--- src/logic/dcache_pkg.sv ---
`default_nettype none

package dcache_pkg;

    ////////////////////
    // cache geometry
    ////////////////////

    // 16 sets of two ways
    localparam int index_w = 4;
    // 4 words per line
    localparam int offset_w = 2;
    // what is left above index, offset and byte bits
    localparam int tag_w = 32 - index_w - offset_w - 2;

    localparam int num_sets = 1 << index_w;
    localparam int line_bits = 32 << offset_w;

    // memory size code for a four-byte access
    localparam logic [1:0] mem_size_word = 2'd2;

    ////////////////////
    // controller states
    ////////////////////

    localparam int state_w = 3;

    localparam logic [state_w-1:0] st_idle     = 3'd0;
    localparam logic [state_w-1:0] st_lookup   = 3'd1;
    localparam logic [state_w-1:0] st_miss_req = 3'd2;
    localparam logic [state_w-1:0] st_miss_wt  = 3'd3;
    localparam logic [state_w-1:0] st_wr_req   = 3'd4;
    localparam logic [state_w-1:0] st_wr_wt    = 3'd5;

    ////////////////////
    // line views
    ////////////////////

    // word view for read select and refill, byte view for strobe merge
    typedef union packed {
        logic [(1 << offset_w)-1:0][31:0] words;
        logic [(4 << offset_w)-1:0][7:0]  bytes;
    } line_t;

endpackage

`default_nettype wire

--- src/logic/dcache_req_buf.sv ---
`timescale 1ns/1ps
`default_nettype none

module dcache_req_buf
    import dcache_pkg::*;
(
    input  wire                 clk,
    input  wire                 rst_n,
    input  wire                 buf_load,
    input  wire                 req_write,
    input  wire  [31:0]         req_addr,
    input  wire  [31:0]         req_wdata,
    input  wire  [3:0]          req_wstrb,
    output logic                buf_write,
    output logic [31:0]         buf_addr,
    output logic [31:0]         buf_wdata,
    output logic [3:0]          buf_wstrb,
    output logic [tag_w-1:0]    buf_tag,
    output logic [index_w-1:0]  buf_index,
    output logic [offset_w-1:0] buf_offset
);

    // held from acceptance until the response
    always_ff @(posedge clk) begin
        if (!rst_n) begin
            buf_write <= 1'b0;
            buf_addr  <= '0;
            buf_wdata <= '0;
            buf_wstrb <= '0;
        end else if (buf_load) begin
            buf_write <= req_write;
            buf_addr  <= req_addr;
            buf_wdata <= req_wdata;
            buf_wstrb <= req_wstrb;
        end
    end

    // address fields, byte bits dropped
    assign buf_offset = buf_addr[offset_w+1:2];
    assign buf_index  = buf_addr[offset_w+index_w+1:offset_w+2];
    assign buf_tag    = buf_addr[31:offset_w+index_w+2];

endmodule

`default_nettype wire

--- config.mk ---
export PLATFORM = sky130hd
export DESIGN_NAME = dcache_req_buf
export DESIGN_NICKNAME = d
export VERILOG_FILES = /design/src/logic/dcache_pkg.sv /design/src/logic/dcache_req_buf.sv
export SDC_FILE = /design/constraint.sdc
export NUM_CORES = 1
export LEC_CHECK = 0
export BUFFER_PORTS_ARGS = -buffer_cell sky130_fd_sc_hd__buf_2
export CAP_MARGIN = 10
export CORE_UTILIZATION = 39
export DETAILED_ROUTE_END_ITERATION = 10
export PLACE_DENSITY = 0.76
export SYNTH_ARGS = -nofsm -noshare
export SYNTH_HDL_FRONTEND = slang
export SYNTH_SLANG_ARGS = --single-unit
export TNS_END_PERCENT = 100
--- constraint.sdc ---
create_clock -name clk -period 1.2 [get_ports clk]
set_clock_uncertainty 0.2 [all_clocks]
set_input_delay 0.24 -clock clk [delete_from_list [all_inputs] [get_ports clk]]
set_output_delay 0.24 -clock clk [all_outputs]
set_load 0.03 [all_outputs]
Word level (Yosys, flattened, before mapping)
Cells that the tools add are included.
{"block": "word_totals", "out_inout_bits": 99, "latch_bits": 0, "ram_bits": 0, "romBits": 0, "n_memories": 0, "ff_bits": 69, "inputBits": 72}
{"block": "classes", "multipliers": 0, "shift": 0, "addsub": 0, "n_bitwise": 0, "mux": 0, "n_eq_ne": 0, "reduce_logical": 0, "div_mod_pow": 0, "order_cmp": 0}

Longest topological paths before layout
{"block": "depth", "depth_word": 0, "ltp_mapped": 5}

Least setup slack after synthesis
Ideal clock, no wire load.
{"block": "synth_path", "kind": "input-to-reg", "start": "input port buf_load", "end": "register buf_addr[20]", "path_slack_ns": 0.015, "path_stages": 5, "t_arrival_ns": 0.869, "cell_sequence": "buf_4 > buf_6 > buf_12 > mux2i_1 > nor2b_1"}
{"element": "start, declared", "line": "dcache_req_buf.sv:9", "source": "input wire buf_load,"}
{"element": "end signal, assigned", "line": "dcache_req_buf.sv:32", "source": "buf_addr <= req_addr;"}
{"element": "end, declared", "line": "dcache_req_buf.sv:15", "source": "output logic [31:0] buf_addr,"}

Final worst setup path
{"block": "layout_path", "start": "register buf_addr[29]", "end": "output port buf_tag[21]"}
{"element": "end, declared", "line": "dcache_req_buf.sv:18", "source": "output logic [tag_w-1:0] buf_tag,"}
No word-level cell between the ends.

==> results.cfg <==
[timing]
hold_viol = 0
fmax_mhz = 777
maxSlewViolCount = 0
finalWorstSetupSlack_ns = -0.0863
setup_viol_count_final = 99
finalCritPeriodShare = 1.07
min_period_ns = 1.29
worst_slew_pin_slew_ns = 0.219
rsz0062_at_grt = yes
slew_headroom = 0.850

[cts]
clk_latency_ns = 0.32
clock_sinks = 69
clk_pin_slew_ns = 0.07
cts_made_buffers = 9
cts_tree = built
cts_max_level = 3
clk_path_buf_depth = 2
cts_root_buffer = clkbuf_8

[pwr]
finalPower_w = 0.00582
leakage_nw = 2.48
power_density_nw_per_um2 = 1110
ir_drop_mv = 0.700

[die]
die_h_um = 87.2
start_util = 0.410
die_area_um2 = 7610
die_w_um = 87.2
ioPinCount = 171
num_rows = 30
core_area_um2 = 6910

[worst_setup_path]
cp-start-kind = flip-flop
critPathKind = flip-flop to output pin
worst-path-buf-inv = 1
path_max_fanout = 3
critical_path.cell_chain = buf_6
cpPeakStageDelay_ns = 0.37
cp_slowest_cell = dfxtp_2
cp.arrival_ns = 0.85
path_delay_family = flip-flops
rrSetupSlack_ns = 0.18
setup.worst_path.end_class = output pin
required_ns = 0.76

[status]
run_status = finished with violations
violations = negative setup slack

[placement]
place.gp.congestion = 0.690
place_hpwl_um = 4310
port_buffers = 170
postPlaceCellArea_um2 = 3570

[synth]
synth-seq-cells = 69
synth_warnings = 0
synth_top_area_share = 0.488
ys_seq_area_frac = 0.488
synth_area_leaders = dfxtp_1 (49%), mux2i_1 (24%), nor2b_1 (15%)
synth.distinct_cells = 8
synth_top_area_cell = dfxtp_1
syn_area_um2 = 2830
syn_inst = 252
syn_nets = 324
syn_avg_cell_area_um2 = 11.2

[finish]
fill_cells = 432
seqCellArea_um2 = 1500
design_area_um2 = 5230
final_layout_size_suffix_gt1_frac = 0.565
n_antenna_cell = 0
fin_nets = 542
multi_input_area_um2 = 1120
area_delta_synth_final_pct = 84.5

[global_routing]
grt_pass1_vias = 2735
grt_util_all_layers = 0.232
grt_pass1_wl_um = 13300
antenna_found_initial = 0
grt_start_max_net_pins = 38
gr-total-overflow = 0

[routing]
drtIter0Drc = 51
routed_wl_um = 9310
drc_errors = 0
routedWlPerCell_um = 16.3
vias_per_cell = 4.58
firstDrtPassIters = 4
vias = 2608
postRouteAntennaNets = 0

[run]
maxCapViolations = 0

[min_path]
hold_class = primary input to flip-flop
[what timing repair did]
action,4_1_cts,5_1_grt
setup buffers,3,7
gates resized for setup,268,13
setup endpoints to repair,99,99
endpoints found under the hold margin,66,0
hold buffers,66,0
[layer usage]
metal  up-vias  part of all wire  GRT usage
met1      1220              0.36      0.234
li1       1229                 -          -
met5         -                 0          0
met2       132              0.54      0.442
met3        27             0.066     0.0607
met4         0             0.027      0.109
[registers in the layout, summed over array words and instances, names as in the netlist]
register	flops
buf_addr	32
buf_write	1
buf_wdata	32
buf_wstrb	4
[cell families (layout without fill, tap and decap cells)]
| group | Yosys count | in the layout | share of synthesized area |
|---|---|---|---|
| buf+inv | 45 | 267 | 0.116 |
| flops | 69 | 69 | 0.488 |
| mux | 69 | 69 | 0.244 |
| simple gates | 69 | 69 | 0.152 |
[worst min-delay path: stages]
cell     delay [ns]
buf_2          0.07
mux2i_1        0.06
nor2b_1        0.13
[worst paths after layout]
| check | start | to | cells after the start |
|---|---|---|---|
| min | req_addr[9] | buf_addr[9]$_SDFFE_PN0P_ | 3 |
| max | buf_addr[29]$_SDFFE_PN0P_ | buf_tag[21] | 1 |
| max reg2reg | buf_addr[23]$_SDFFE_PN0P_ | buf_addr[23]$_SDFFE_PN0P_ | 3 |
| min reg2reg | buf_wdata[5]$_SDFFE_PN0P_ | buf_wdata[5]$_SDFFE_PN0P_ | 2 |
[layout make-up]
type / instances / area share
clock buffers: 14 / 0.0330
flip-flops and latches: 69 / 0.288
repair buffers: 252 / 0.441
clock inverters: 1 / 0.000958
well taps: 96 / 0.0230
multi-input cells: 138 / 0.215
[power breakdown]
part	internal, W	switching (W)
Sequential	0.00244	0.000137
Combinational	0.000796	0.000743
Clock	0.000909	0.000793
Total	0.00415	0.00167
[cells in the mapped netlist]
master and count:
buf_2 1, buf_4 36, mux2i_1 69, buf_6 1
buf_12 1, dfxtp_1 69, clkbuf_1 6, nor2b_1 69
[stage by stage]
step	hold slack (ns)	setup WS, ns	instances	utilization	TNS, ns
after floorplan	0.209	0.0150	252	-	0
after global placement	0.291	0.0123	479	0.517	0
after detailed placement	0.297	-0.0193	479	0.517	-0.106
after CTS	0.00457	-0.0825	563	0.744	-6.21
after global routing	0.0326	-0.120	570	0.757	-8.13
final	0.0189	-0.0863	570	0.757	-4.96
[cell usage in the layout, fill, tap and decap left out, drive strengths merged]
cell type / synthesis / final
buf: 39 / 186
mux2i: 69 / 69
nor2b: 69 / 69
dfxtp: 69 / 69
dlygate4sd3: 0 / 66
clkbuf: 6 / 14
clkinv: 0 / 1
Power figures use the tool's default switching activity.
