## config.mk

```make
export PLATFORM = sky130hd
export DESIGN_NAME = dcache_lru
export DESIGN_NICKNAME = d
export VERILOG_FILES = /design/src/logic/dcache_pkg.sv /design/src/logic/dcache_lru.sv
export SDC_FILE = /design/constraint.sdc
export NUM_CORES = 1
export LEC_CHECK = 0
export ABC_AREA = 1
export BUFFER_PORTS_ARGS = -buffer_cell sky130_fd_sc_hd__buf_2
export CAP_MARGIN = 0
export CELL_PAD_IN_SITES_DETAIL_PLACEMENT = 0
export CELL_PAD_IN_SITES_GLOBAL_PLACEMENT = 1
export CORE_UTILIZATION = 41
export CTS_BUF_LIST = sky130_fd_sc_hd__clkbuf_4 sky130_fd_sc_hd__clkbuf_8
export DETAILED_ROUTE_END_ITERATION = 10
export GPL_ROUTABILITY_DRIVEN = 0
export PLACE_DENSITY = 0.84
export SETUP_SLACK_MARGIN = 0.1
export SKIP_CTS_REPAIR_TIMING = 1
export SYNTH_ARGS = -nofsm -noshare
export SYNTH_HDL_FRONTEND = slang
export SYNTH_SLANG_ARGS = --single-unit
```

## constraint.sdc

```tcl
create_clock -name clk -period 1.1 [get_ports clk]
set_input_delay 0.22 -clock clk [delete_from_list [all_inputs] [get_ports clk]]
set_output_delay 0.22 -clock clk [all_outputs]
set_load 0.005 [all_outputs]
```

## src/logic/dcache_pkg.sv

```systemverilog
`default_nettype none

package dcache_pkg;

    ////////////////////
    // cache geometry
    ////////////////////

    // 16 sets of two ways
    localparam int index_w = 4;
    // 4 words per line
    localparam int offset_w = 2;
    // what is left above index, offset and byte bits
    localparam int tag_w = 32 - index_w - offset_w - 2;

    localparam int num_sets = 1 << index_w;
    localparam int line_bits = 32 << offset_w;

    // memory size code for a four-byte access
    localparam logic [1:0] mem_size_word = 2'd2;

    ////////////////////
    // controller states
    ////////////////////

    localparam int state_w = 3;

    localparam logic [state_w-1:0] st_idle     = 3'd0;
    localparam logic [state_w-1:0] st_lookup   = 3'd1;
    localparam logic [state_w-1:0] st_miss_req = 3'd2;
    localparam logic [state_w-1:0] st_miss_wt  = 3'd3;
    localparam logic [state_w-1:0] st_wr_req   = 3'd4;
    localparam logic [state_w-1:0] st_wr_wt    = 3'd5;

    ////////////////////
    // line views
    ////////////////////

    // word view for read select and refill, byte view for strobe merge
    typedef union packed {
        logic [(1 << offset_w)-1:0][31:0] words;
        logic [(4 << offset_w)-1:0][7:0]  bytes;
    } line_t;

endpackage

`default_nettype wire

```

## src/logic/dcache_lru.sv

```systemverilog
`timescale 1ns/1ps
`default_nettype none

module dcache_lru
    import dcache_pkg::*;
(
    input  wire                clk,
    input  wire                rst_n,
    input  wire [index_w-1:0]  lru_index,
    input  wire                lru_touch,
    input  wire                lru_way,
    output logic               victim_way
);

    // one bit per set, names the way to evict next
    logic [num_sets-1:0] lru_bits;

    always_ff @(posedge clk) begin
        if (!rst_n) begin
            lru_bits <= '0;
        end else if (lru_touch) begin
            // used way becomes most recent
            lru_bits[lru_index] <= ~lru_way;
        end
    end

    // index comes from the request buffer, so this is stable per request
    assign victim_way = lru_bits[lru_index];

endmodule

`default_nettype wire

```

# Yosys cells after proc, flatten, opt, wreduce, memory -nomap -nowiden

Index checks and enable logic that the tools add are counted.

Order comparisons: 2
Multiplexer cells: 5
Bitwise logic cells: 1
Reduce and logical (&&, ||, !) cells: 1

Operators by type and width:

| kind                                                                                 | number |
|---|---|
| 16-bit bitwise mux                                                                   | 1 |
| 4-bit by 5-bit < comparator with 1-bit output (second input constant)                | 1 |
| 1-bit binary-select mux with 4-bit select                                            | 1 |
| 1-bit demux with 4-bit select                                                        | 1 |
| 4-bit by 1-bit greater-or-equal comparator with 1-bit output (second input constant) | 1 |
| 1-bit 2-to-1 mux                                                                     | 2 |
| 1-bit logical AND                                                                    | 1 |
| 1-bit NOT                                                                            | 1 |

Register bits after elaboration: 16
Bits of input ports: 8
Logic and storage cells: 10

# Depth between registers and ports, before layout

Gate-level depths: netlist of run 1.

Depth after elaboration: 5
Gate-level depth with buffers: 9

# Least setup slack after synthesis of run 1

Ideal clock, no wire load.

Path kind: input to output
Start point: in lru_index[0]
End point: out victim_way
Data arrival time: 736 ps
Data required time: 880 ps
Setup slack: 144 ps
Stages: 9
Cell sequence: buf_4 -> nand2_1 -> nand2_1 -> nand2_1 -> nand2_1 -> nand2_1 -> nand2_1 -> inv_1 -> nand2_1

Longest elaborated chain between the ends: 2

RTL lines:

| element                                   | RTL line         | source |
|---|---|---|
| from (decl)                               | dcache_lru.sv:9  | `input wire [index_w-1:0] lru_index,` |
| 1-bit binary-select mux with 4-bit select | dcache_lru.sv:28 | `assign victim_way = lru_bits[lru_index];` |
| 1-bit 2-to-1 mux (not written as such)    | dcache_lru.sv:28 |  |
| to (decl)                                 | dcache_lru.sv:12 | `output logic victim_way` |

No other way between the ends. The select of a mux whose other input is x is not followed.

# Worst setup path in the final report of run 1

Start point: reg lru_bits[8]
End point: out victim_way

Longest elaborated chain between the ends: 2

RTL lines:

| element                                   | RTL line         | source |
|---|---|---|
| from (decl)                               | dcache_lru.sv:16 | `logic [num_sets-1:0] lru_bits;` |
| from (signal, indexed assignment)         | dcache_lru.sv:23 | `lru_bits[lru_index] <= ~lru_way;` |
| 1-bit binary-select mux with 4-bit select | dcache_lru.sv:28 |  |
| 1-bit 2-to-1 mux (not written as such)    | dcache_lru.sv:28 |  |

No other way between the ends. The select of a mux whose other input is x is not followed.

==> out/results.ini, run 1 <==
[floorplan]
rows = 15
die_area_um2 = 2160
start_util_pct = 45.5
die_x_um = 46.5
coreArea_um2 = 1780
io_pins = 9
dieHeight_um = 46.5

[drt]
wl_met2_um = 783
wl_per_cell_um = 11.2
met1_length_um = 999
ant_nets = 0
first_pass_iters = 4
wl_met3_um = 77
topRoutingLayerUsed = met4
drtIter0Drc = 17
drc = 0
num_vias = 806
vias_per_cell = 4.83
wl_um = 1880

[sta]
rsz0062_at_grt = yes
slew_headroom_pct = 80.7
max_freq_mhz = 727
final-setup-viol-count = 1
slew_violations = 0
setup_slack_ns = -0.275
period_share_pct = 125
min_period_ns = 1.38
tightestPinTransition_ns = 0.289
finalClockSkew_ns = 0
finalHoldViolCount = 0

[setup_path]
end_kind = output pin
critical_path_arrival_ns = 1.16
critical-path-max-stage-delay_ns = 0.36
critPathMaxFanout = 2
crit_top_cell = nand2_1
cp_data_required_time_ns = 0.88
critPathKind = reg -> out
path_cells = nand2_1, nand2_1, nand2_1, nand2_1, nand2_1, nand2_1, inv_1, nand2_1, buf_2
crit_path_top_delay_cell = dfxtp_1
ff2ff_path_depth = 2
startpoint_type = flop

[synthesis]
synth_area_leaders = dfxtp_1 (40%), nand2_1 (21%), a21oi_1 (9.9%), nor2_1 (8.3%), nand3_2 (4.9%)
synth_top_area_share_pct = 39.5
synth-warning-count = 0
synth_top_cell_by_area = dfxtp_1
synth_area_um2 = 811
synth_cells = 128
syn-num-nets = 136
ys_ff_latch = 16
ys_types = 13
syn_area_per_cell_um2 = 6.33
ys_seq_area_share_pct = 39.5

[power]
power_w = 0.00103
powerDensity_nw_per_um2 = 1080
vdd_ir_drop_max_mv = 0.562
p_leak_nw = 0.465

[global_routing]
grt_pass1_wl_um = 3000
grt_start_max_net_pins = 17
grt_pass1_vias = 672
grt_antenna_before_repair = 0
grt_use_total_pct = 20.0
grt_remaining_overflow = 0

[place]
portBuffers = 8
dp_worst_setup_slack_ns = -0.175
place_hpwl_um = 1400
dp_cells = 164

[clock_network]
clkSlewWorstSetupHoldPaths_ns = 0.08
cts.htree.levels = 1
clkLatencyLatePin_ns = 0.27
cts.sinks = 16
clk_path_buf_depth = 2
cts-root-buf = clkbuf_4
cts-buffers-inserted = 3
cts_tree = built

[finish]
fill_cells = 191
mostFrequentLayoutCells = nand2_1 (45), nor2_1 (18), a21oi_1 (16)
multiInputGateArea_um2 = 437
largest_register = lru_bits
fin_nets = 152
antenna_cells = 0
largest_reg_flops = 16
seqCellArea_um2 = 329
final_common_cell = nand2_1
stdcell_count = 167
areaGrowthSynthToFinish_pct = 18.2
drive_above_1_share_pct = 21.8
final_core_util_pct = 53.8
largest_registers = lru_bits: 16 flops

[job]
maxCapViolCount = 0

[run_status]
status = complete, but fails checks
violations = setup timing

[hold_path]
worstHoldPathCells = 3
min_path_type = in -> reg

[critical path, delay by kind of cell, from the launching register on]
family	cells	cell delay, ns
buffers and inverters	2	0.14
DFF	1	0.36
and+or+nand+nor	7	0.39
[layer usage]
layer / GRT usage (%) / vias to the layer above
met2: 28.1 / 15
met4: 8.82 / 0
met3: 2.35 / 2
met5: 0 / -
li1: - / 438
met1: 30.1 / 351
[report_power, final]
group          leakage [nW]  internal (W)  total [W]  switching, W
clock                0.0138      0.000127   0.000292      0.000166
sequential            0.133      0.000592   0.000599    0.00000672
combinational         0.318     0.0000527   0.000140     0.0000870
total                 0.465      0.000772    0.00103      0.000259
[cell type report]
| class | count | share of cell area [%] |
|---|---|---|
| clock buffers | 3 | 2.35 |
| multi-input cells | 99 | 45.6 |
| well taps | 25 | 3.26 |
| repair buffers | 15 | 11.0 |
| inverters | 9 | 3.52 |
| flip-flops and latches | 16 | 34.3 |
[logic make-up (layout without fill, tap and decap cells)]
family,count (synthesis),after routing,synth area share (%)
AOI/OAI and AO/OA,32,32,19.8
buffers and inverters,13,27,6.64
DFF,16,16,39.5
and+or+nand+nor,67,67,34.1
[stage by stage]
stage | hold slack (ns) | setup TNS (ns) | instance area [um2]
floorplan | 0.358 | 0 | 811
global route | 0.302 | -0.360 | 958
CTS | 0.299 | -0.290 | 950
finish | 0.303 | -0.275 | 958
detailed placement | 0.509 | -0.175 | 927
global placement | 0.509 | -0.150 | 927
[synthesized netlist by cell type]
cell and instances:
o21ai_1 8, clkbuf_1 1, a21oi_1 16, dfxtp_1 16, inv_2 2, buf_4 1
nand2_1 45, nor2_1 18, nand3_2 4, inv_1 7, o21ai_0 8, buf_2 1
buf_1 1
[final timing paths]
kind	from	end	slack (ns)
max	lru_bits[8]	victim_way	-0.28
max reg2reg	lru_bits[14]	lru_bits[14]	0.44
min	rst_n	lru_bits[14]	0.30
min reg2reg	lru_bits[13]	lru_bits[13]	0.53
Power figures use the tool's default switching activity.
==> run 2: changes to the inputs <==
- clock period: 1.1 -> 1.6 ns (I/O delays scaled with it)
==> run 2 against run 1 <==
The flow now finishes without violations. Sequential cell count unchanged. Cell area decreased by 1.8%. Clock skew unchanged. Via count increased by 0.50%. Clock power decreased by 8.2%. Combinational power decreased by 39%. Cell count decreased by 1.8%. Power decreased by 26%. Wire length increased by 0.37%. Global-route usage increased by 1.4 points. Die area unchanged.
==> out/results.ini, run 2 (synthesized netlist as in run 1, its figures left out) <==
[run_status]
status = finished clean

[drt]
num_vias = 810  ; +0.50%
first_pass_iters = 4  ; unchanged
wl_um = 1880  ; +0.37%
wl_per_cell_um = 11.5  ; +2.2%
drtIter0Drc = 25  ; +8
vias_per_cell = 4.94  ; +2.3%
ant_nets = 0  ; unchanged
drc = 0  ; unchanged

[setup_path]
critPathMaxFanout = 2  ; unchanged
end_kind = output pin
critical-path-max-stage-delay_ns = 0.35  ; about the same
path_cells = nand2_1, nand2_1, nand2_1, nand2_1, nand2_1, nand2_1, inv_1, nand2_1, buf_2
cp_data_required_time_ns = 1.28  ; +0.40 ns
critPathKind = reg -> out
crit_path_top_delay_cell = dfxtp_1
worst-path-buf-inv = 2  ; unchanged
crit_top_cell = nand2_1
startpoint_type = flop
critical_path_arrival_ns = 1.15  ; about the same
crit_family = simple AND/OR/NAND/NOR gates

[sta]
tns_ns = 0  ; +0.275 ns
finalClockSkew_ns = 0  ; unchanged
slew_violations = 0  ; unchanged
finalHoldViolCount = 0  ; unchanged
slew_headroom_pct = 81.4  ; +0.69 points
rsz0062_at_grt = yes
final-setup-viol-count = 0  ; -1
min_period_ns = 1.47
tightestPinTransition_ns = 0.279  ; -0.0103 ns
max_freq_mhz = 681
period_share_pct = 91.8

[floorplan]
die_area_um2 = 2160  ; unchanged
start_util_pct = 45.5  ; unchanged
coreArea_um2 = 1780  ; unchanged
die_x_um = 46.5  ; unchanged
dieHeight_um = 46.5  ; unchanged
rows = 15  ; unchanged
io_pins = 9  ; unchanged

[finish]
largest_reg_flops = 16  ; unchanged
final_common_cell = nand2_1
multiInputGateArea_um2 = 437  ; unchanged
seqCellArea_um2 = 335  ; +1.9%
drive_above_1_share_pct = 23.7  ; +1.9 points
fill_cells = 194  ; +1.6%
mostFrequentLayoutCells = nand2_1 (45), nor2_1 (18), a21oi_1 (16)
areaGrowthSynthToFinish_pct = 16.0
largest_register = lru_bits
antenna_cells = 0  ; unchanged
final_core_util_pct = 52.8  ; -0.98 points
fin_nets = 148  ; -2.6%
largest_registers = lru_bits: 16 flops

[place]
portBuffers = 8  ; unchanged
place_hpwl_um = 1400  ; +0.29%

[hold_path]
min_path_type = in -> reg

[job]
maxCapViolCount = 0  ; unchanged

[clock_network]
clkLatencyLatePin_ns = 0.29  ; +0.02 ns
cts.sinks = 16  ; unchanged
cts.htree.levels = 1  ; unchanged
clk_path_buf_depth = 2  ; unchanged
cts_tree = built
clkSlewWorstSetupHoldPaths_ns = 0.09  ; about the same
cts-root-buf = clkbuf_4
cts-buffers-inserted = 3  ; unchanged

[global_routing]
grt_remaining_overflow = 0  ; unchanged
grt_antenna_before_repair = 0  ; unchanged
met3_usage_pct = 2.35  ; unchanged
met1_usage_pct = 30.0  ; -0.14 points
grt_start_max_net_pins = 17  ; unchanged
grt.met2_usage_pct = 31.7  ; +3.6 points
grt_pass1_vias = 740  ; +10%
grt_pass1_wl_um = 3190  ; +6.4%
busiest_layer = met2
grt_use_total_pct = 21.5  ; +1.4 points

[power]
p_leak_nw = 0.451  ; -2.8%
vdd_ir_drop_max_mv = 0.468  ; -17%
powerDensity_nw_per_um2 = 814  ; -24%

==> run 2: tightest hold or removal path, cell delays in order <==
cell	delay (ns)
buf_2	0.19
o21ai_0	0.10
a21oi_1	0.04
==> run 2: area by class of cell <==
type	count	share of cell area, %
multi-input combinational	99	46.4
sequential	16	35.6
timing repair buffer	11	6.91
clock buffer	4	3.86
inverter	9	3.86
tap	25	3.32
==> run 2: per-layer routing <==
metal / wire length (um) / up-vias
li1: - / 435
met3: 77 / 7
met1: 938 / 349
met4: 57 / 0
met5: 0 / -
met2: 808 / 19
==> run 2: worst paths after layout <==
check	startpoint	end	slack [ns]	cells past startpoint
worst max-delay path	lru_bits[6]	victim_way	0.13	9
worst min-delay path	rst_n	lru_bits[11]	0.39	3
worst max register to register	lru_bits[2]	lru_bits[2]	0.93	2
worst min register to register	lru_bits[0]	lru_bits[0]	0.52	2
==> run 2: through the flow <==
stage / setup WS [ns] / total power (W) / std cells / area (um2) / hold WS, ns
finish: 0.131 / 0.000766 / 164 / 941 / 0.390
global route: 0.0235 / 0.000807 / 164 / 941 / 0.407
CTS: 0.0798 / 0.000775 / 164 / 921 / 0.382
detailed placement: 0.0820 / 0.000504 / 160 / 885 / 0.518
global placement: 0.0932 / 0.000503 / 160 / 885 / 0.513
floorplan: 0.444 / 0.000470 / 128 / 811 / 0.458
==> run 2: power breakdown <==
group          leakage (nW)  switching [W]   total, W  internal (W)
combinational         0.295      0.0000573  0.0000853     0.0000279
clock                0.0210       0.000129   0.000268      0.000139
sequential            0.135     0.00000478   0.000412      0.000408
total                 0.451       0.000191   0.000766      0.000574
