--- src/logic/dcache_pkg.sv ---
`default_nettype none

package dcache_pkg;

    ////////////////////
    // cache geometry
    ////////////////////

    // 16 sets of two ways
    localparam int index_w = 4;
    // 4 words per line
    localparam int offset_w = 2;
    // what is left above index, offset and byte bits
    localparam int tag_w = 32 - index_w - offset_w - 2;

    localparam int num_sets = 1 << index_w;
    localparam int line_bits = 32 << offset_w;

    // memory size code for a four-byte access
    localparam logic [1:0] mem_size_word = 2'd2;

    ////////////////////
    // controller states
    ////////////////////

    localparam int state_w = 3;

    localparam logic [state_w-1:0] st_idle     = 3'd0;
    localparam logic [state_w-1:0] st_lookup   = 3'd1;
    localparam logic [state_w-1:0] st_miss_req = 3'd2;
    localparam logic [state_w-1:0] st_miss_wt  = 3'd3;
    localparam logic [state_w-1:0] st_wr_req   = 3'd4;
    localparam logic [state_w-1:0] st_wr_wt    = 3'd5;

    ////////////////////
    // line views
    ////////////////////

    // word view for read select and refill, byte view for strobe merge
    typedef union packed {
        logic [(1 << offset_w)-1:0][31:0] words;
        logic [(4 << offset_w)-1:0][7:0]  bytes;
    } line_t;

endpackage

`default_nettype wire

--- src/logic/dcache_fsm.sv ---
`timescale 1ns/1ps
`default_nettype none

module dcache_fsm
    import dcache_pkg::*;
(
    input  wire        clk,
    input  wire        rst_n,
    input  wire        req_valid,
    input  wire        buf_write,
    input  wire  [1:0] hit_way,
    input  wire        victim_way,
    input  wire        mem_addr_ok,
    input  wire        mem_data_ok,
    output logic       req_ready,
    output logic       buf_load,
    output logic       resp_valid,
    output logic       mem_req,
    output logic       mem_wr,
    output logic [1:0] mem_size,
    output logic [1:0] tag_we,
    output logic [1:0] data_we,
    output logic       data_refill,
    output logic       lru_touch,
    output logic       lru_way,
    output logic       sel_way,
    output logic       sel_return
);

    logic [state_w-1:0] state;
    logic [state_w-1:0] state_nxt;
    logic               hit;
    logic [1:0]         victim_oh;

    assign hit       = |hit_way;
    assign victim_oh = victim_way ? 2'b10 : 2'b01;

    // every access to memory is one word or one line
    assign mem_size = mem_size_word;

    always_ff @(posedge clk) begin
        if (!rst_n) begin
            state <= st_idle;
        end else begin
            state <= state_nxt;
        end
    end

    always_comb begin
        state_nxt   = state;
        req_ready   = 1'b0;
        buf_load    = 1'b0;
        resp_valid  = 1'b0;
        mem_req     = 1'b0;
        mem_wr      = 1'b0;
        tag_we      = 2'b00;
        data_we     = 2'b00;
        data_refill = 1'b0;
        lru_touch   = 1'b0;
        lru_way     = 1'b0;
        sel_way     = 1'b0;
        sel_return  = 1'b0;
        case (state)
            st_idle: begin
                req_ready = 1'b1;
                if (req_valid) begin
                    buf_load  = 1'b1;
                    state_nxt = st_lookup;
                end
            end
            // array outputs belong to the buffered request here
            st_lookup: begin
                if (buf_write) begin
                    // merge into the hit way, no allocate on miss
                    if (hit) begin
                        data_we   = hit_way;
                        lru_touch = 1'b1;
                        lru_way   = hit_way[1];
                    end
                    state_nxt = st_wr_req;
                end else if (hit) begin
                    resp_valid = 1'b1;
                    req_ready  = 1'b1;
                    sel_way    = hit_way[1];
                    lru_touch  = 1'b1;
                    lru_way    = hit_way[1];
                    // next request can go straight into lookup
                    if (req_valid) begin
                        buf_load  = 1'b1;
                        state_nxt = st_lookup;
                    end else begin
                        state_nxt = st_idle;
                    end
                end else begin
                    state_nxt = st_miss_req;
                end
            end
            st_miss_req: begin
                mem_req = 1'b1;
                if (mem_addr_ok) begin
                    state_nxt = st_miss_wt;
                end
            end
            st_miss_wt: begin
                if (mem_data_ok) begin
                    // answer from the bus and refill the victim together
                    resp_valid  = 1'b1;
                    sel_return  = 1'b1;
                    data_we     = victim_oh;
                    tag_we      = victim_oh;
                    data_refill = 1'b1;
                    lru_touch   = 1'b1;
                    lru_way     = victim_way;
                    state_nxt   = st_idle;
                end
            end
            st_wr_req: begin
                mem_req = 1'b1;
                mem_wr  = 1'b1;
                if (mem_addr_ok) begin
                    state_nxt = st_wr_wt;
                end
            end
            st_wr_wt: begin
                if (mem_data_ok) begin
                    resp_valid = 1'b1;
                    state_nxt  = st_idle;
                end
            end
            default: begin
                state_nxt = st_idle;
            end
        endcase
    end

endmodule

`default_nettype wire

--- config.mk ---
export PLATFORM = sky130hd
export DESIGN_NAME = dcache_fsm
export DESIGN_NICKNAME = d
export VERILOG_FILES = /design/src/logic/dcache_pkg.sv /design/src/logic/dcache_fsm.sv
export SDC_FILE = /design/constraint.sdc
export NUM_CORES = 1
export LEC_CHECK = 0
export ABC_AREA = 1
export BUFFER_PORTS_ARGS = -buffer_cell sky130_fd_sc_hd__clkbuf_2
export CORE_AREA = 2 2 39 41
export DETAILED_ROUTE_END_ITERATION = 6
export DIE_AREA = 0 0 41 43
export GPL_TIMING_DRIVEN = 0
export SKIP_LAST_GASP = 1
export SYNTH_ARGS = -nofsm -noshare
export SYNTH_HDL_FRONTEND = slang
export SYNTH_SLANG_ARGS = --single-unit
--- constraint.sdc ---
create_clock -name clk -period 1.85 [get_ports clk]
set_input_delay 0.185 -clock clk [delete_from_list [all_inputs] [get_ports clk]]
set_output_delay 0.185 -clock clk [all_outputs]
set_load 0.1 [all_outputs]
======== After elaboration in Yosys (flattened, before gate mapping) ========
Index checks and enable logic that the tools add are counted.
operators by class
  reduce and logical (&&, ||, !) cells .... 5
  div/mod/pow operators ................... 0
  multiply operators ...................... 0
  equal/unequal tests ..................... 9
  shifts and indexed selects .............. 0
  multiplexer cells ....................... 32
  bitwise logic cells ..................... 0
  $lt $le $gt $ge ......................... 0
  $add $sub $neg .......................... 0
operators with widths
  kind                                            count
  2-to-1 mux 3 bit                                6
  one-hot mux 3 bit (5 select lines)              1
  2-to-1 mux 1 bit                                14
  2-to-1 mux 2 bit                                5
  one-hot mux 1 bit (2 select lines)              5
  == test 3 x 2 -> 1 bit (second input constant)  2
  == test 3 bit (second input constant)           2
  != test 2 bit (second input constant)           3
  OR reduction 2 bit                              3
  one-hot mux 2 bit (2 select lines)              1
  AND reduction 4 bit                             1
  == test 3 x 1 -> 1 bit (second input constant)  1
  zero test 3 bit                                 1
  != test 2 x 1 -> 1 bit (second input constant)  1
word-level totals
  bits in registers ....................... 3
  latch bits .............................. 0
  memory bits (read-only) ................. 0
  output and inout bits ................... 16
  word-level logic and storage cells ...... 47
  memories kept ........................... 0
  memory bits (writable) .................. 0
  input port bits ......................... 9

======== Logic depth before layout (Yosys ltp) ========
  depth in word-level cells ............... 4
  mapped depth ............................ 9
  depth with buffers taken out ............ 8

======== Worst setup path before layout ========
Ideal clock, no wire load.
  kind .................................... reg2out
  start ................................... register state[0]
  end ..................................... output data_we[1]
  arrival ................................. 2943 ps
  required time ........................... 1665 ps
  cell stages (with the launch flop) ...... 5
  slack ................................... -1278 ps
  path buffers ............................ 0
  cell sequence ........................... dfxtp_1 > inv_1 > nor3_4 > nand2_1 > o21ai_0
between the ends
  longest elaborated chain between the ends .. 2
  elaborated cells on any way between the ends .. 3
  those cells by class .................... 2 x eq/ne; 1 x mux
ends and longest elaborated chain
  item                                                                     line              RTL
  start, declared                                                          dcache_fsm.sv:30  logic [state_w-1:0] state;
  start signal, assigned                                                   dcache_fsm.sv:43  state <= st_idle;
  start signal, assigned                                                   dcache_fsm.sv:45  state <= state_nxt;
  == test 3 x 2 -> 1 bit / == test 3 x 1 -> 1 bit (equally long branches)  dcache_fsm.sv:63  case (state)
  one-hot mux 2 bit (2 select lines) (*)                                   dcache_fsm.sv:63
  end, declared                                                            dcache_fsm.sv:22  output logic [1:0] data_we,
Mark *: on every way between the ends. The rest lies on a longest branch, timed or not.

======== Worst setup path in the final report ========
Same ends and word-level chain as after synthesis.

==> run summary <==
The average cell area after synthesis is 5.53 sq um. The antenna diode count came out at 0. The DRC violation count after routing came out at 0. The post-synthesis cell area is 382 sq um. Along the worst path, the maximum fanout reaches 7. The maximum resistive drop on vdd came out at 0.428 mV. state holds more flip-flops than any other register. Counting every sink on the clock net gives 3. In this run the most critical hold path is launched from rst_n.

The number of global-route vias before repair is 396. The flip-flop count of the largest register, all copies and words added came out at 3. The core region area is 0.00138 sq mm. The critical path's largest stage delay is 0.37 ns. CTS placed an instance of sky130_fd_sc_hd__clkbuf_4 at the clock tree root. Sequential elements use 15.7% of the synthesized area.

The post-synthesis register bit count is 3. The final global-route overflow total is 0. The number of antenna violations at the first check in global routing came out at 0. The critical path goes through inv_1 -> nor3_4 -> nand2_2 -> o21ai_2 -> clkbuf_8.

The final number of hold-violating endpoints came out at 0. The DRC marker count from the first detailed-route iteration is 3. Dividing the detail-routed via count by the number of cells gives 4.29.

The startpoint of the worst-slack reg-to-reg timing path is state[0]$_SDFFE_PN0P_. The placer's final routability congestion estimate came out at 0.742. The growth of design area from synthesis to finish is 61.6%.

The die is 41 um wide. The worst setup path is launched from a flip-flop. The number of port buffers is 22.

Setup violations remaining at the end of the flow were counted as 0. The I/O pin total came out at 25. The global-route wire length before repair is 1.35 mm. The min-delay analysis places its worst path in the category in -> reg. The worst hold path terminates at state[2]$_SDFFE_PN0P_. The clock-pin slew of the registers on the worst-case setup and hold paths is 0.03 ns.

Of all cell types, the one taking the most synthesized area is sky130_fd_sc_hd__nand2_1. The maximum clock skew at final layout came out at 0.00103 ns. The post-route clock period utilization is 93.4%.

The total wire length is 924 um. The number of buffer and inverter stages on the critical path came out at 2. The remaining max-slew budget at the tightest pin came out at 64.2%. At the later pin of the worst-skew pair, clock insertion delay measures 0.23 ns.

The share of the synthesized area in the top cell type is 18.7%. The total power density per cell area is 873 mW/mm^2. The worst setup path is captured at an output pin. The number of buffers created by CTS is 3. The overall via count from detail_route is 476. The largest net degree at the start of global routing is 9. The cell count after synthesis came out at 69. The required time of the worst setup path is 1.66 ns. The initial cell density of the core is 27.6%.

Summing internal, switching and leakage power gives 539 uW. The number of different library cells used by synthesis comes to 17. Setup repair after global routing left no endpoint under its margin. The count of H-tree levels built during CTS is 1.

The layout cell share with drive strength beyond 1 came out at 51.6%. For the pin with the worst max-slew slack, the measured transition is 0.539 ns. The number of pins with negative max-slew slack in the final report is 0. Subtracting the final worst setup slack from the clock period gives 1.73 ns. Static timing analysis puts the maximum clock frequency at 579 MHz. The arrival time reported for the critical path endpoint came out at 1.54 ns. The flow ran to the end, and the final reports show no timing, DRC or antenna violations.

Before antenna repair, the detailed router went through 2 iterations. The die footprint is 0.00176 sq mm. The kind of critical path is reg -> out. The Yosys warning count is 0. After legalization and detailed placement, the total HPWL measured 781 um. The total routing resource utilization after global routing came out at 11.3%. The aggregate negative setup slack came out at 0 ns.

The die is 43 um tall. The total leakage power is 0.343 nW. The buffer depth of the longest clock path came out at 2.

In the final layout, the registers with the most flip-flops are state x3. The average routed wire per standard cell came out at 8.32 um. The setup check on the worst reg-to-reg path leaves a slack of 0.60 ns.

The post-CTS repair timing setup buffer count came out at 0. The master of the slowest instance on the critical path is sky130_fd_sc_hd__dfxtp_2. Counting cells, the worst reg-to-reg path comes to 6. The cell count of the worst hold path came out at 3.

The post-synth net total is 78. The placement row count came out at 14. The number of nets with antenna violations after routing came out at 0. TritonCTS built the clock tree.

Broken down by cell family, the worst path's largest delay share belongs to simple AND/OR/NAND/NOR gates. Across the run, the number of max-cap violations was 0. In this run the critical register-to-register path is captured at state[0]$_SDFFE_PN0P_. By area the synthesized netlist is led by sky130_fd_sc_hd__nand2_1, sky130_fd_sc_hd__dfxtp_1, sky130_fd_sc_hd__inv_1. The final-stage net count is 105.
[layout make-up]
class | instances | area [sq um]
multi-input combinational | 50 | 278
sequential | 3 | 62.6
buffer | 4 | 30.0
timing repair buffer | 22 | 151
fill | 150 | 767
tap | 16 | 20.0
inverter | 12 | 48.8
clock buffer | 4 | 26.3
[how the worst max path moves through the flow]
stage | depth (start not counted) | startpoint | endpoint | slack [ns]
finish | 5 | state[0]$_SDFFE_PN0P_ | data_we[1] | 0.12
global route | 6 | state[1]$_SDFFE_PN0P_ | tag_we[1] | 0.02
CTS | 5 | state[0]$_SDFFE_PN0P_ | data_we[1] | -0.0004
detailed placement | 5 | state[0]$_SDFFE_PN0P_ | data_we[1] | 0.06
global placement | 5 | state[0]$_SDFFE_PN0P_ | data_we[1] | 0.06
floorplan | 5 | state[1]$_SDFFE_PN0P_ | data_we[1] | -0.36
[power by group]
group	internal [mW]	switching, mW
clock	0.0807	0.0316
combinational	0.0764	0.268
sequential	0.0722	0.00968
[cells in the mapped netlist]
cell and instances:
sky130_fd_sc_hd__a31o_2 1, sky130_fd_sc_hd__a21oi_1 3, sky130_fd_sc_hd__nand2_2 3, sky130_fd_sc_hd__inv_2 1, sky130_fd_sc_hd__nand4_1 2, sky130_fd_sc_hd__nand3_1 4, sky130_fd_sc_hd__nand3_2 1, sky130_fd_sc_hd__dfxtp_1 3
sky130_fd_sc_hd__nor2_2 3, sky130_fd_sc_hd__o21ai_0 4, sky130_fd_sc_hd__conb_1 2, sky130_fd_sc_hd__nor3_1 1, sky130_fd_sc_hd__nor2_1 6, sky130_fd_sc_hd__inv_1 11, sky130_fd_sc_hd__nand2_1 19, sky130_fd_sc_hd__nor3_4 1
sky130_fd_sc_hd__buf_4 4
[per-stage QoR]
step | utilization, % | hold WS (ns) | setup WS (ns) | cell area (sq um) | std cells
6_report | 44.6 | 0.202 | 0.122 | 617 | 111
5_1_grt | 44.6 | 0.227 | 0.0178 | 617 | 111
4_1_cts | 44.2 | 0.201 | -0.000387 | 612 | 111
3_5_place_dp | 39.3 | 0.449 | 0.0576 | 544 | 107
3_3_place_gp | 39.3 | 0.441 | 0.0555 | 544 | 107
2_1_floorplan | - | 0.336 | -0.357 | 414 | 69
[placed cells by master (no fill, tap or decap)]
master | Yosys | final
sky130_fd_sc_hd__inv_1 | 11 | 10
sky130_fd_sc_hd__clkbuf_2 | 0 | 13
sky130_fd_sc_hd__nor2_4 | 0 | 2
sky130_fd_sc_hd__nand3_2 | 1 | 1
sky130_fd_sc_hd__nand3_1 | 4 | 4
sky130_fd_sc_hd__nor3_1 | 1 | 1
sky130_fd_sc_hd__clkbuf_1 | 0 | 1
sky130_fd_sc_hd__buf_4 | 4 | 8
sky130_fd_sc_hd__a21oi_1 | 3 | 3
sky130_fd_sc_hd__nor2_1 | 6 | 4
sky130_fd_sc_hd__nand2_2 | 3 | 5
sky130_fd_sc_hd__clkbuf_8 | 0 | 3
sky130_fd_sc_hd__o21ai_2 | 0 | 3
sky130_fd_sc_hd__nor2_2 | 3 | 3
sky130_fd_sc_hd__dfxtp_1 | 3 | 1
sky130_fd_sc_hd__nand4_1 | 2 | 2
sky130_fd_sc_hd__clkinvlp_4 | 0 | 1
sky130_fd_sc_hd__nand2_1 | 19 | 17
sky130_fd_sc_hd__o21ai_0 | 4 | 1
sky130_fd_sc_hd__dfxtp_2 | 0 | 2
sky130_fd_sc_hd__conb_1 | 2 | 2
sky130_fd_sc_hd__nor3_4 | 1 | 1
sky130_fd_sc_hd__inv_2 | 1 | 1
sky130_fd_sc_hd__clkbuf_4 | 0 | 5
sky130_fd_sc_hd__a31o_2 | 1 | 1
[worst min-delay path, stage by stage]
cell,delay (ns)
sky130_fd_sc_hd__clkbuf_2,0.08
sky130_fd_sc_hd__inv_1,0.08
sky130_fd_sc_hd__a21oi_1,0.05
[layer usage]
| metal | part of all wire [%] | track usage, % | routed length, um |
|---|---|---|---|
| met5 | 0 | 0 | 0 |
| met4 | 0 | 8.00 | 0 |
| met3 | 7.6 | 3.14 | 70 |
| met2 | 51 | 17.2 | 471 |
| met1 | 41 | 12.6 | 382 |
[timing repair]
item / in CTS / in global routing
pin swaps: 0 / 1
endpoints found under the hold margin: 0 / 0
gates resized for setup: 12 / 7
gates cloned: 0 / 0
hold buffers: 0 / 0
endpoints found under the setup margin: 9 / 7
[kinds of logic (layout without fill, tap and decap cells)]
| kind of cell | Yosys count | in the layout | share of synthesized area, % |
|---|---|---|---|
| other | 2 | 2 | 1.97 |
| buffers and inverters | 16 | 42 | 19.7 |
| and+or+nand+nor | 40 | 40 | 51.1 |
| AOI/OAI and AO/OA | 8 | 8 | 11.5 |
| DFF | 3 | 3 | 15.7 |
Power figures use the tool's default switching activity.
