$ cat src/logic/dcache_pkg.sv
`default_nettype none

package dcache_pkg;

    ////////////////////
    // cache geometry
    ////////////////////

    // 16 sets of two ways
    localparam int index_w = 4;
    // 4 words per line
    localparam int offset_w = 2;
    // what is left above index, offset and byte bits
    localparam int tag_w = 32 - index_w - offset_w - 2;

    localparam int num_sets = 1 << index_w;
    localparam int line_bits = 32 << offset_w;

    // memory size code for a four-byte access
    localparam logic [1:0] mem_size_word = 2'd2;

    ////////////////////
    // controller states
    ////////////////////

    localparam int state_w = 3;

    localparam logic [state_w-1:0] st_idle     = 3'd0;
    localparam logic [state_w-1:0] st_lookup   = 3'd1;
    localparam logic [state_w-1:0] st_miss_req = 3'd2;
    localparam logic [state_w-1:0] st_miss_wt  = 3'd3;
    localparam logic [state_w-1:0] st_wr_req   = 3'd4;
    localparam logic [state_w-1:0] st_wr_wt    = 3'd5;

    ////////////////////
    // line views
    ////////////////////

    // word view for read select and refill, byte view for strobe merge
    typedef union packed {
        logic [(1 << offset_w)-1:0][31:0] words;
        logic [(4 << offset_w)-1:0][7:0]  bytes;
    } line_t;

endpackage

`default_nettype wire

$ cat src/logic/dcache_tagv_array.sv
`timescale 1ns/1ps
`default_nettype none

module dcache_tagv_array
    import dcache_pkg::*;
(
    input  wire                clk,
    input  wire                rst_n,
    input  wire  [index_w-1:0] rd_index,
    input  wire  [tag_w-1:0]   cmp_tag,
    input  wire  [index_w-1:0] wr_index,
    input  wire  [tag_w-1:0]   wr_tag,
    input  wire  [1:0]         wr_way_en,
    output logic [1:0]         hit_way
);

    logic [tag_w-1:0]    tag_mem [2][num_sets];
    logic [tag_w-1:0]    rd_tag [2];
    logic [1:0][num_sets-1:0] valid_bits;
    logic [1:0]          rd_valid;

    // valid bits live in flops so they can clear
    always_ff @(posedge clk) begin
        if (!rst_n) begin
            valid_bits <= '0;
            rd_valid   <= '0;
        end else begin
            for (int w = 0; w < 2; w++) begin
                if (wr_way_en[w]) begin
                    valid_bits[w][wr_index] <= 1'b1;
                end
                rd_valid[w] <= valid_bits[w][rd_index];
            end
        end
    end

    // tags only on refill
    always_ff @(posedge clk) begin
        for (int w = 0; w < 2; w++) begin
            if (wr_way_en[w]) begin
                tag_mem[w][wr_index] <= wr_tag;
            end
            rd_tag[w] <= tag_mem[w][rd_index];
        end
    end

    // compare against the buffered tag
    always_comb begin
        for (int w = 0; w < 2; w++) begin
            hit_way[w] = rd_valid[w] && (rd_tag[w] == cmp_tag);
        end
    end

endmodule

`default_nettype wire

$ cat config.mk
export PLATFORM = sky130hd
export DESIGN_NAME = dcache_tagv_array
export DESIGN_NICKNAME = d
export VERILOG_FILES = /design/src/logic/dcache_pkg.sv /design/src/logic/dcache_tagv_array.sv
export SDC_FILE = /design/constraint.sdc
export NUM_CORES = 1
export LEC_CHECK = 0
export BUFFER_PORTS_ARGS = -buffer_cell sky130_fd_sc_hd__buf_4
export CAP_MARGIN = 25
export CELL_PAD_IN_SITES_DETAIL_PLACEMENT = 1
export CELL_PAD_IN_SITES_GLOBAL_PLACEMENT = 2
export CORE_MARGIN = 2
export CORE_UTILIZATION = 50
export CTS_CLUSTER_DIAMETER = 120
export DETAILED_ROUTE_END_ITERATION = 16
export PLACE_DENSITY = 0.82
export SYNTH_ARGS = -nofsm -noshare
export SYNTH_HDL_FRONTEND = slang
export SYNTH_SLANG_ARGS = --single-unit
$ cat constraint.sdc
create_clock -name clk -period 3.01 [get_ports clk]
set_clock_uncertainty 0.05 [all_clocks]
set_input_delay 0.1505 -clock clk [delete_from_list [all_inputs] [get_ports clk]]
set_output_delay 0.1505 -clock clk [all_outputs]
set_load 0.005 [all_outputs]
After elaboration in Yosys (flattened, before gate mapping)
Memory sizes are Yosys's and may differ from the RTL's.
Index checks and enable logic that the tools add are counted.
Word-level totals
  bits in latches: 0
  logic and storage cells: 39
  register bits: 34
  RAM bits: 816
  memories: 2
  ROM bits: 0
  output and inout bits: 2
Memory list
  tag_mem: depth 2, bits a word 384, rd ports 2, clocked after Yosys merged registers in 0, wr ports 2, RTL line dcache_tagv_array.sv:17  | logic [tag_w-1:0] tag_mem [2][num_sets];
  rd_tag: depth 2, bits a word 24, rd ports 2, clocked after Yosys merged registers in 0, wr ports 2, RTL line dcache_tagv_array.sv:18  | logic [tag_w-1:0] rd_tag [2];
Cells by class
  multipliers: 0
  add/sub/neg operators: 0
  bitwise gates (word level): 4
  equal/unequal tests: 2
  divide/modulo/power cells: 0
  reductions and logical operators: 4
  shifts and indexed selects: 0
  mux-type cells: 18
  order comparisons: 6
Operators by type and width (number)
  $mux W384: 2
  $bmux W24 S4: 2
  $mux W24: 5
  $demux W24 S4: 1
  $eq A24 B24 Y1: 2
  $or A16 B16 Y16: 2
  $ge A5 B5 Y1 const B: 2
  $lt A4 B5 Y1 const B: 2
  $not A4 Y5: 2
  $bmux W1 S4: 2
  $lt A5 B1 Y1 const B: 1
  $mux W1: 5
  $demux W1 S4: 1
  $ge A4 B1 Y1 const B: 1
  $logic_and A1 B1 Y1: 4

Logic depth before layout (Yosys ltp)
Gate-level depths: netlist of run 1.
  depth after elaboration: 6
  depth in mapped cells: 8
  gate-level depth less buffers: 4

Worst setup path after synthesis of run 1
OpenSTA, ideal clock, no wires.
  kind: input -> register
  start point: in wr_index[0]
  end point: mem tag_mem[0][672] in the netlist's numbering (enable)
  arrival: 2.309 ns
  cell stages on the path: 3
  library setup time: 0.437 ns
  setup slack: 0.214 ns
  cell sequence: clkbuf_1 > nand3_1 > nor3_1
RTL lines
  start: declaration: RTL line dcache_tagv_array.sv:11  | input wire [index_w-1:0] wr_index,
  end: declaration: RTL line dcache_tagv_array.sv:17

==> metrics, run 1 <==
pins over their slew limit 0; critical path arrival 2.48 ns; slew margin rel. 49.8%; post-synthesis sequential area ratio 78.2%; vias in the first global route 16700; Worst setup SP type flip-flop; Area after DPL 33700 um^2; final net count 1668; Yosys reg bits 850; Mapped Nets 1509; top post-synthesis cells by area edfxtp_1 73%, mux4_2 14%, dfxtp_1 5.2%, a22oi_1 2.4%, xor2_1 0.83%; IO Count 62; cell with the most instances after synthesis edfxtp_1; WS Path Type flip-flop to primary output; RSZ-0062 raised after global routing no; Initial Utilization 50.4%; Die Area 65200 um^2; fin area 36700 um^2; H-tree depth 3; Comb pwr share 5.4%; Yosys warning count 0; largest net degree at the start of global routing 49; share of layout cells above drive strength 1 28.3%; Skew-Pair Late Insertion Delay 0.63 ns; Hold WC Path Type input pin to flip-flop; async set-reset flop share out of synthesis 0%; sw frac 21.5%; diode count 0; setup TNS 0 ns; Total Wirelength 81500 um; FP Rows 92; syn_area_per_cell 21.8 um^2; Clock power frac 40.9%; first-pass GRT wire length 118000 um; Worst Path Max Fanout 1; die height 255 um; status finished clean; Post-synth top flop edfxtp_1; Post-Syn Area 31600 um^2; most frequent cells after synthesis 768 x edfxtp_1, 192 x mux4_2, 100 x a22oi_1; CTS tree done; Port Buf Inserts 61; Data required, critical path 2.81 ns; pwr/cell area 677 nW/um^2; Power Internal 19.5 mW; Num CTS Buffers 82; Max Clock Freq 374 MHz; Placed Cells 2340; Max clock buf depth 3; GRT overflow 0; Seq pwr share 53.7%; drt drc 0; Crit. End Element primary output; final setup violation count 0; CTS Root Buffer Type clkbuf_16; post-CTS setup buffers 0; GPL Wtd Cong 0.816; overall die width 255 um; Min Clock Period, post-route 2.68 ns; Layout Utilization 58.5%; Syn Inst Count 1449; Layout area overhead 16.1%; Non-Filler Instances 2524; final hold vios 0; core area 62700 um^2; total clock sinks 850; number of DRC markers in iteration 0 1953; Yosys top cell area share 73.0%; Leakage 11.8 nW; number of detailed-route iterations in the first pass 5; period utilization 88.9%; Max VDD drop 0.401 mV; Worst Slack Setup Final 0.334 ns; number of enable flip-flop cells after synthesis 768; Yosys top cell by area edfxtp_1; clock-pin slew on the worst setup and hold paths 0.06 ns; Yosys cell types 24; Slew @ Worst Pin 0.751 ns; GR Util All Layers 25.3%; via count 15800; antenna-violating nets left 0; post-detail-place hpwl 46700 um; max cap viols 0; Vias/cell 6.25; Place WS 0.886 ns; number of antenna violations at the first check in global routing 1; number of gates resized after cts 0; total net switching power 5.34 mW; wire per inst 32.3 um
[routing by layer]
metal	track usage [%]	up-vias	share of wire (%)
li1	-	6358	-
met1	36.3	8565	41
met2	40.3	774	49
met3	5.33	87	8.3
met4	5.93	2	1.6
met5	0	-	0.014
[worst paths after layout]
| kind | from | endpoint | slack (ns) | cells past startpoint |
|---|---|---|---|---|
| setup / recovery | rd_tag[0][20]$_DFF_P_ | hit_way[0] | 0.33 | 6 |
| setup reg to reg | valid_bits[1]$_SDFFE_PN0P_ | rd_valid[0]$_SDFF_PN0_ | 1.41 | 5 |
| hold reg to reg | valid_bits[24]$_SDFFE_PN0P_ | valid_bits[24]$_SDFFE_PN0P_ | 0.42 | 1 |
| hold / removal | wr_way_en[1] | tag_mem[0][530]$_DFFE_PP_ | 0.17 | 3 |
[metrics by stage]
stage	power, mW	hold WS [ns]
CTS	25.0	0.140
global placement	14.8	0.396
finish	24.8	0.169
global route	25.5	0.164
detailed placement	14.9	0.405
floorplan	14.2	0.199
[cell families after synthesis]
group / Yosys count / synth area share [%]
flip-flops: 850 / 78.2
XOR/XNOR: 48 / 1.33
AO/OA/AOI/OAI: 134 / 3.18
multiplexers: 208 / 14.2
AND/OR/NAND/NOR: 135 / 1.92
buffers and inverters: 74 / 1.19
[what timing repair did]
action,4_1_cts,5_1_grt
hold endpoints to repair,804,0
hold buffers,30,0
setup endpoints to repair,0,0
[flip-flops by register name, indices dropped and copies added, names as in the netlist]
register    count
rd_tag         48
tag_mem       768
rd_valid        2
valid_bits     32
[cell usage in the layout (no fill, tap or decap)]
master,instances
inv_6,6
nand2b_1,5
nor2_4,25
xnor2_1,18
clkbuf_8,7
dlygate4sd3_1,30
nand3b_1,4
buf_12,23
clkinv_8,2
nor4_1,8
nand4_1,4
clkbuf_1,17
o22ai_1,2
buf_4,94
nand2_1,57
o21a_1,32
nor3_2,8
and2_2,1
clkinv_2,22
clkinv_4,1
nor3_1,2
bufinv_16,6
mux4_2,192
dfxtp_1,82
xor2_1,30
nor2_1,3
clkinv_1,9
a22oi_1,100
nor2b_4,2
buf_8,1
nor2b_1,2
edfxtp_1,768
clkbuf_16,83
nand3_1,14
mux2i_1,16
clkinvlp_4,2
[power groups by stage]
stage	Clock [mW]	Combinational [mW]	Sequential (mW)
after floorplan	0	0.741	13.5
after global routing	10.7	1.43	13.3
after detailed placement	0	1.30	13.6
after CTS	10.3	1.35	13.3
after global placement	0	1.26	13.6
final	10.2	1.34	13.3
[layout make-up]
cell class | count | area [um^2]
clock buffer | 106 | 2220
clock inverter | 48 | 433
fill | 5251 | 26100
multi-input combinational | 525 | 6760
sequential | 850 | 24700
tap | 846 | 1060
timing repair buffer | 149 | 1500
[critical path, cell delays in order, from the launching register on]
cell     delay [ns]
dfxtp_1        0.44
xor2_1         0.11
nor4_1         0.35
nand3_1        0.13
nor4_1         0.49
buf_4          0.22
buf_4          0.11
Power figures use the tool's default switching activity.
==> run 2, diff against run 1 <==
--- a/config.mk
+++ b/config.mk
@@ -10,10 +10,10 @@
 export CELL_PAD_IN_SITES_DETAIL_PLACEMENT = 1
 export CELL_PAD_IN_SITES_GLOBAL_PLACEMENT = 2
 export CORE_MARGIN = 2
-export CORE_UTILIZATION = 50
+export CORE_UTILIZATION = 28
 export CTS_CLUSTER_DIAMETER = 120
 export DETAILED_ROUTE_END_ITERATION = 16
-export PLACE_DENSITY = 0.82
+export PLACE_DENSITY = 0.52
 export SYNTH_ARGS = -nofsm -noshare
 export SYNTH_HDL_FRONTEND = slang
 export SYNTH_SLANG_ARGS = --single-unit
==> run 2 against run 1 <==
  * Register-to-register slack better by 0.05 ns
  * Combinational power increased by 7%
  * Critical path depth fell by 1
==> metrics, run 2 (same netlist as run 1, synthesis figures left out) <==
status finished clean; Crit. End Element primary output; Die Area 116000 um^2; share of layout cells above drive strength 1 28.8%; total power 25.6 mW; most flop-heavy register tag_mem; Comb pwr share 5.6%; final net count 1698; Num CTS Buffers 91; Data required, critical path 2.81 ns; number of detailed-route iterations in the first pass 4; Clock power frac 42.4%; # fillers 11000; Worst Path Max Fanout 1; drt drc 0; max reg flops 768; post-CTS setup buffers 0; IO Count 62; post-detail-place hpwl 55500 um; WS Path Type flip-flop to primary output; via count 15400; max cap viols 0; Place WS 0.378 ns; most common cell after layout, fill and taps aside edfxtp_1; Worst setup SP type flip-flop; Initial Utilization 28.2%; Hold WC Path Type input pin to flip-flop; wire per inst 28.0 um; Max VDD drop 0.398 mV; Slew @ Worst Pin 1.01 ns; number of antenna violations at the first check in global routing 3; critical path arrival 2.66 ns; Seq pwr share 51.9%; first-pass GRT wire length 127000 um; Skew-Pair Late Insertion Delay 0.65 ns; CTS Root Buffer Type clkbuf_16; Placed Cells 3017; area of the multi-input gates 6780 um^2; Layout Utilization 33.8%; GPL Wtd Cong 0.754; GR Util All Layers 15.6%; clock-pin slew on the worst setup and hold paths 0.06 ns; pwr/cell area 675 nW/um^2; commonest cells after routing, fill and taps aside 768 x edfxtp_1, 192 x mux4_2, 113 x buf_4; Min Clock Period, post-route 2.86 ns; setup TNS 0 ns; diode count 0; vias in the first global route 16700; antenna-violating nets left 0; GRT overflow 0; CTS tree done; largest net degree at the start of global routing 39; final setup violation count 0; Leakage 12.0 nW; number of DRC markers in iteration 0 1314; Seq. cell area 24700 um^2; overall die width 340 um; Max Clock Freq 350 MHz; die height 340 um; pins over their slew limit 0; total net switching power 5.54 mW; total clock sinks 850; final hold vios 0; slew margin rel. 32.6%; FP Rows 123; fin area 38000 um^2; sw frac 21.6%; RSZ-0062 raised after global routing no; hold slack final 0.0983 ns; H-tree depth 3; Worst Slack Setup Final 0.152 ns; Total Wirelength 90000 um; Max clock buf depth 3; Port Buf Inserts 61; Area after DPL 34800 um^2; period utilization 94.9%; Vias/cell 4.78; Power Internal 20.1 mW; biggest regs tag_mem (768), rd_tag (48), valid_bits (32); Non-Filler Instances 3215; Layout area overhead 20.1%; core area 112000 um^2
run 2: layout make-up:
type | instances | share of cell area, %
clock buffers | 130 | 6.74
clock inverters | 40 | 0.903
multi-input cells | 525 | 17.9
flip-flops and latches | 850 | 65.1
well taps | 1500 | 4.94
repair buffers | 170 | 4.47
run 2: layer usage:
layer / vias to the layer above / track usage [%] / share of wire, %
met5: - / 0 / 0.014
met4: 2 / 3.68 / 1.7
li1: 6426 / - / -
met3: 103 / 3.09 / 5.0
met2: 366 / 24.4 / 46
met1: 8474 / 22.4 / 47
run 2: path summary, 6_finish.rpt:
kind                                                 start                          to  slack, ns  depth (start not counted)
worst max register to register   tag_mem[0][391]$_DFFE_PP_       rd_tag[0][31]$_DFF_P_       1.46                          3
worst min register to register  valid_bits[8]$_SDFFE_PN0P_  valid_bits[8]$_SDFFE_PN0P_       0.41                          1
worst max-delay path                 rd_tag[0][20]$_DFF_P_                  hit_way[0]       0.15                          5
worst min-delay path                           rd_index[2]      rd_valid[0]$_SDFF_PN0_        0.1                          4
run 2: power groups by stage:
stage	Sequential (mW)	Clock (mW)	Combinational, mW
finish	13.3	10.9	1.44
global route	13.3	11.6	1.55
CTS	13.3	11.2	1.47
detailed placement	13.6	0	1.43
global placement	13.6	0	1.41
floorplan	13.5	0	0.741
run 2: what timing repair did:
item                       4_1_cts  5_1_grt
hold buffers                    28        0
cloned                           0        0
gates resized for setup          2        1
hold endpoints to repair       802        0
setup endpoints to repair        1        1
run 2: critical path, stage by stage (launching register included):
cell	delay [ns]
dfxtp_1	0.32
xor2_1	0.23
nor4_1	0.57
nand3_1	0.27
nor4_2	0.43
buf_4	0.19
==> run 3, diff against run 2 <==
--- a/config.mk
+++ b/config.mk
@@ -14,6 +14,7 @@
 export CTS_CLUSTER_DIAMETER = 120
 export DETAILED_ROUTE_END_ITERATION = 16
 export PLACE_DENSITY = 0.52
+export SKIP_CTS_REPAIR_TIMING = 1
 export SYNTH_ARGS = -nofsm -noshare
 export SYNTH_HDL_FRONTEND = slang
 export SYNTH_SLANG_ARGS = --single-unit
==> constraint.sdc (replaced) <==
create_clock -name clk -period 3.4 [get_ports clk]
set_clock_uncertainty 0.05 [all_clocks]
set_input_delay 0.17 -clock clk [delete_from_list [all_inputs] [get_ports clk]]
set_output_delay 0.17 -clock clk [all_outputs]
set_load 0.005 [all_outputs]
==> run 3 against run 2 <==
  * Count of clock-buffer cells in the layout increased by 10
  * Critical endpoint is now hit_way[1]
  * First-iteration DRC count increased by 9.9%
  * Global-route usage increased by 0.26 points
  * Largest cell class unchanged
  * Largest power group unchanged
  * Register-to-register slack improved by 0.47 ns
  * Total power decreased by 9.8%
  * Hold slack got worse by 0.078 ns
  * Setup slack got worse by 0.052 ns
==> metrics, run 3 (same netlist as run 1, synthesis figures left out) <==
total net switching power 4.96 mW; Skew-Pair Late Insertion Delay 0.65 ns; period utilization 97.0%; Slew @ Worst Pin 0.977 ns; wire per inst 28.5 um; Initial Utilization 28.2%; CTS Root Buffer Type clkbuf_16; largest net degree at the start of global routing 57; vias in the first global route 16600; H-tree depth 3; overall die width 340 um; status finished clean; Hold WC Path Type input pin to flip-flop; number of detailed-route iterations in the first pass 5; sw frac 21.5%; diode count 0; drt drc 0; Min Clock Period, post-route 3.30 ns; Seq pwr share 51.0%; first-pass GRT wire length 128000 um; total clock sinks 850; Clock power frac 43.6%; Max clock buf depth 3; commonest cells after routing, fill and taps aside 768 x edfxtp_1, 192 x mux4_2, 119 x buf_4; Comb pwr share 5.4%; Vias/cell 4.77; GR Util All Layers 15.8%; hold slack final 0.0199 ns; IO Count 62; RSZ-0062 raised after global routing no; Die Area 116000 um^2; Total Wirelength 91600 um; Max Clock Freq 303 MHz; biggest regs tag_mem (768), rd_tag (48), valid_bits (32); clock-pin slew on the worst setup and hold paths 0.06 ns; core area 112000 um^2; max cap viols 0; WS Path Type flip-flop to primary output; pins over their slew limit 0; CTS tree done; GPL Wtd Cong 0.739; die height 340 um; final hold vios 0; post-detail-place hpwl 51100 um; GRT overflow 0; most common cell after layout, fill and taps aside edfxtp_1; number of DRC markers in iteration 0 1444; Layout area overhead 19.9%; Worst Path Max Fanout 1; Max VDD drop 0.328 mV; critical path arrival 3.08 ns; most flop-heavy register tag_mem; final setup violation count 0; final net count 1694; Data required, critical path 3.18 ns; pwr/cell area 610 nW/um^2; Port Buf Inserts 61; Worst setup SP type flip-flop; Power Internal 18.2 mW; via count 15300; Crit. End Element primary output; share of layout cells above drive strength 1 28.9%; number of antenna violations at the first check in global routing 1; max reg flops 768; setup TNS 0 ns; Leakage 12.1 nW; FP Rows 123; Num CTS Buffers 94; slew margin rel. 34.7%; antenna-violating nets left 0; # fillers 10900
[run 3: cell count changes in the layout (fill, tap and decap cells not counted), sizes merged]
cell	delta
inv	+1
buf	-5
clkinvlp	-2
dlygate4sd3	-2
clkbuf	+10
bufinv	+2
clkinv	-5
[run 3: layer usage]
metal	routed length [um]	vias to the layer above	track usage [%]
met4	1740	2	3.93
met2	41600	392	24.4
met1	43500	8411	23.0
met3	4820	111	3.23
li1	-	6416	-
met5	13	-	0
[run 3: per-stage QoR]
step | instances | setup WS, ns | utilization, % | power (mW) | cell area (um^2)
after floorplan | 1449 | 0.584 | - | 12.6 | 31600
final | 3214 | 0.100 | 33.8 | 23.1 | 37900
after CTS | 3188 | 0.0631 | 33.5 | 23.4 | 37600
after global routing | 3214 | 0.0991 | 33.8 | 23.8 | 37900
after detailed placement | 3012 | 0.756 | 30.8 | 13.3 | 34600
after global placement | 3012 | 0.657 | 30.8 | 13.2 | 34600
[run 3: worst paths after layout]
kind / from / endpoint / slack (ns) / cells past startpoint
max reg2reg: tag_mem[0][562]$_DFFE_PP_ / rd_tag[0][34]$_DFF_P_ / 1.93 / 3
min reg2reg: valid_bits[24]$_SDFFE_PN0P_ / valid_bits[24]$_SDFFE_PN0P_ / 0.41 / 1
min: rd_index[2] / rd_valid[0]$_SDFF_PN0_ / 0.02 / 4
max: rd_tag[0][37]$_DFF_P_ / hit_way[1] / 0.10 / 5
[run 3: area by class of cell]
cell class | count | area (um^2) | area share, %
Clock inverter | 36 | 359 | 0.948
Multi-Input combinational cell | 525 | 6770 | 17.9
Sequential cell | 850 | 24700 | 65.2
Tap cell | 1500 | 1880 | 4.95
Timing Repair Buffer | 163 | 1500 | 3.97
Clock buffer | 140 | 2690 | 7.10
[run 3: power groups by stage]
stage	registers (mW)	clock network, mW	logic, mW
after floorplan	11.9	0	0.656
after global placement	12.0	0	1.23
after detailed placement	12.0	0	1.25
after CTS	11.8	10.3	1.26
after global routing	11.8	10.7	1.36
final	11.8	10.1	1.26
[run 3: critical path, cell delays in order, from the launching register on]
cell     delay, ns
dfxtp_1       0.36
xor2_1        0.19
nor4_2        0.66
nand3_1       0.31
nor4_1        0.68
buf_4         0.24
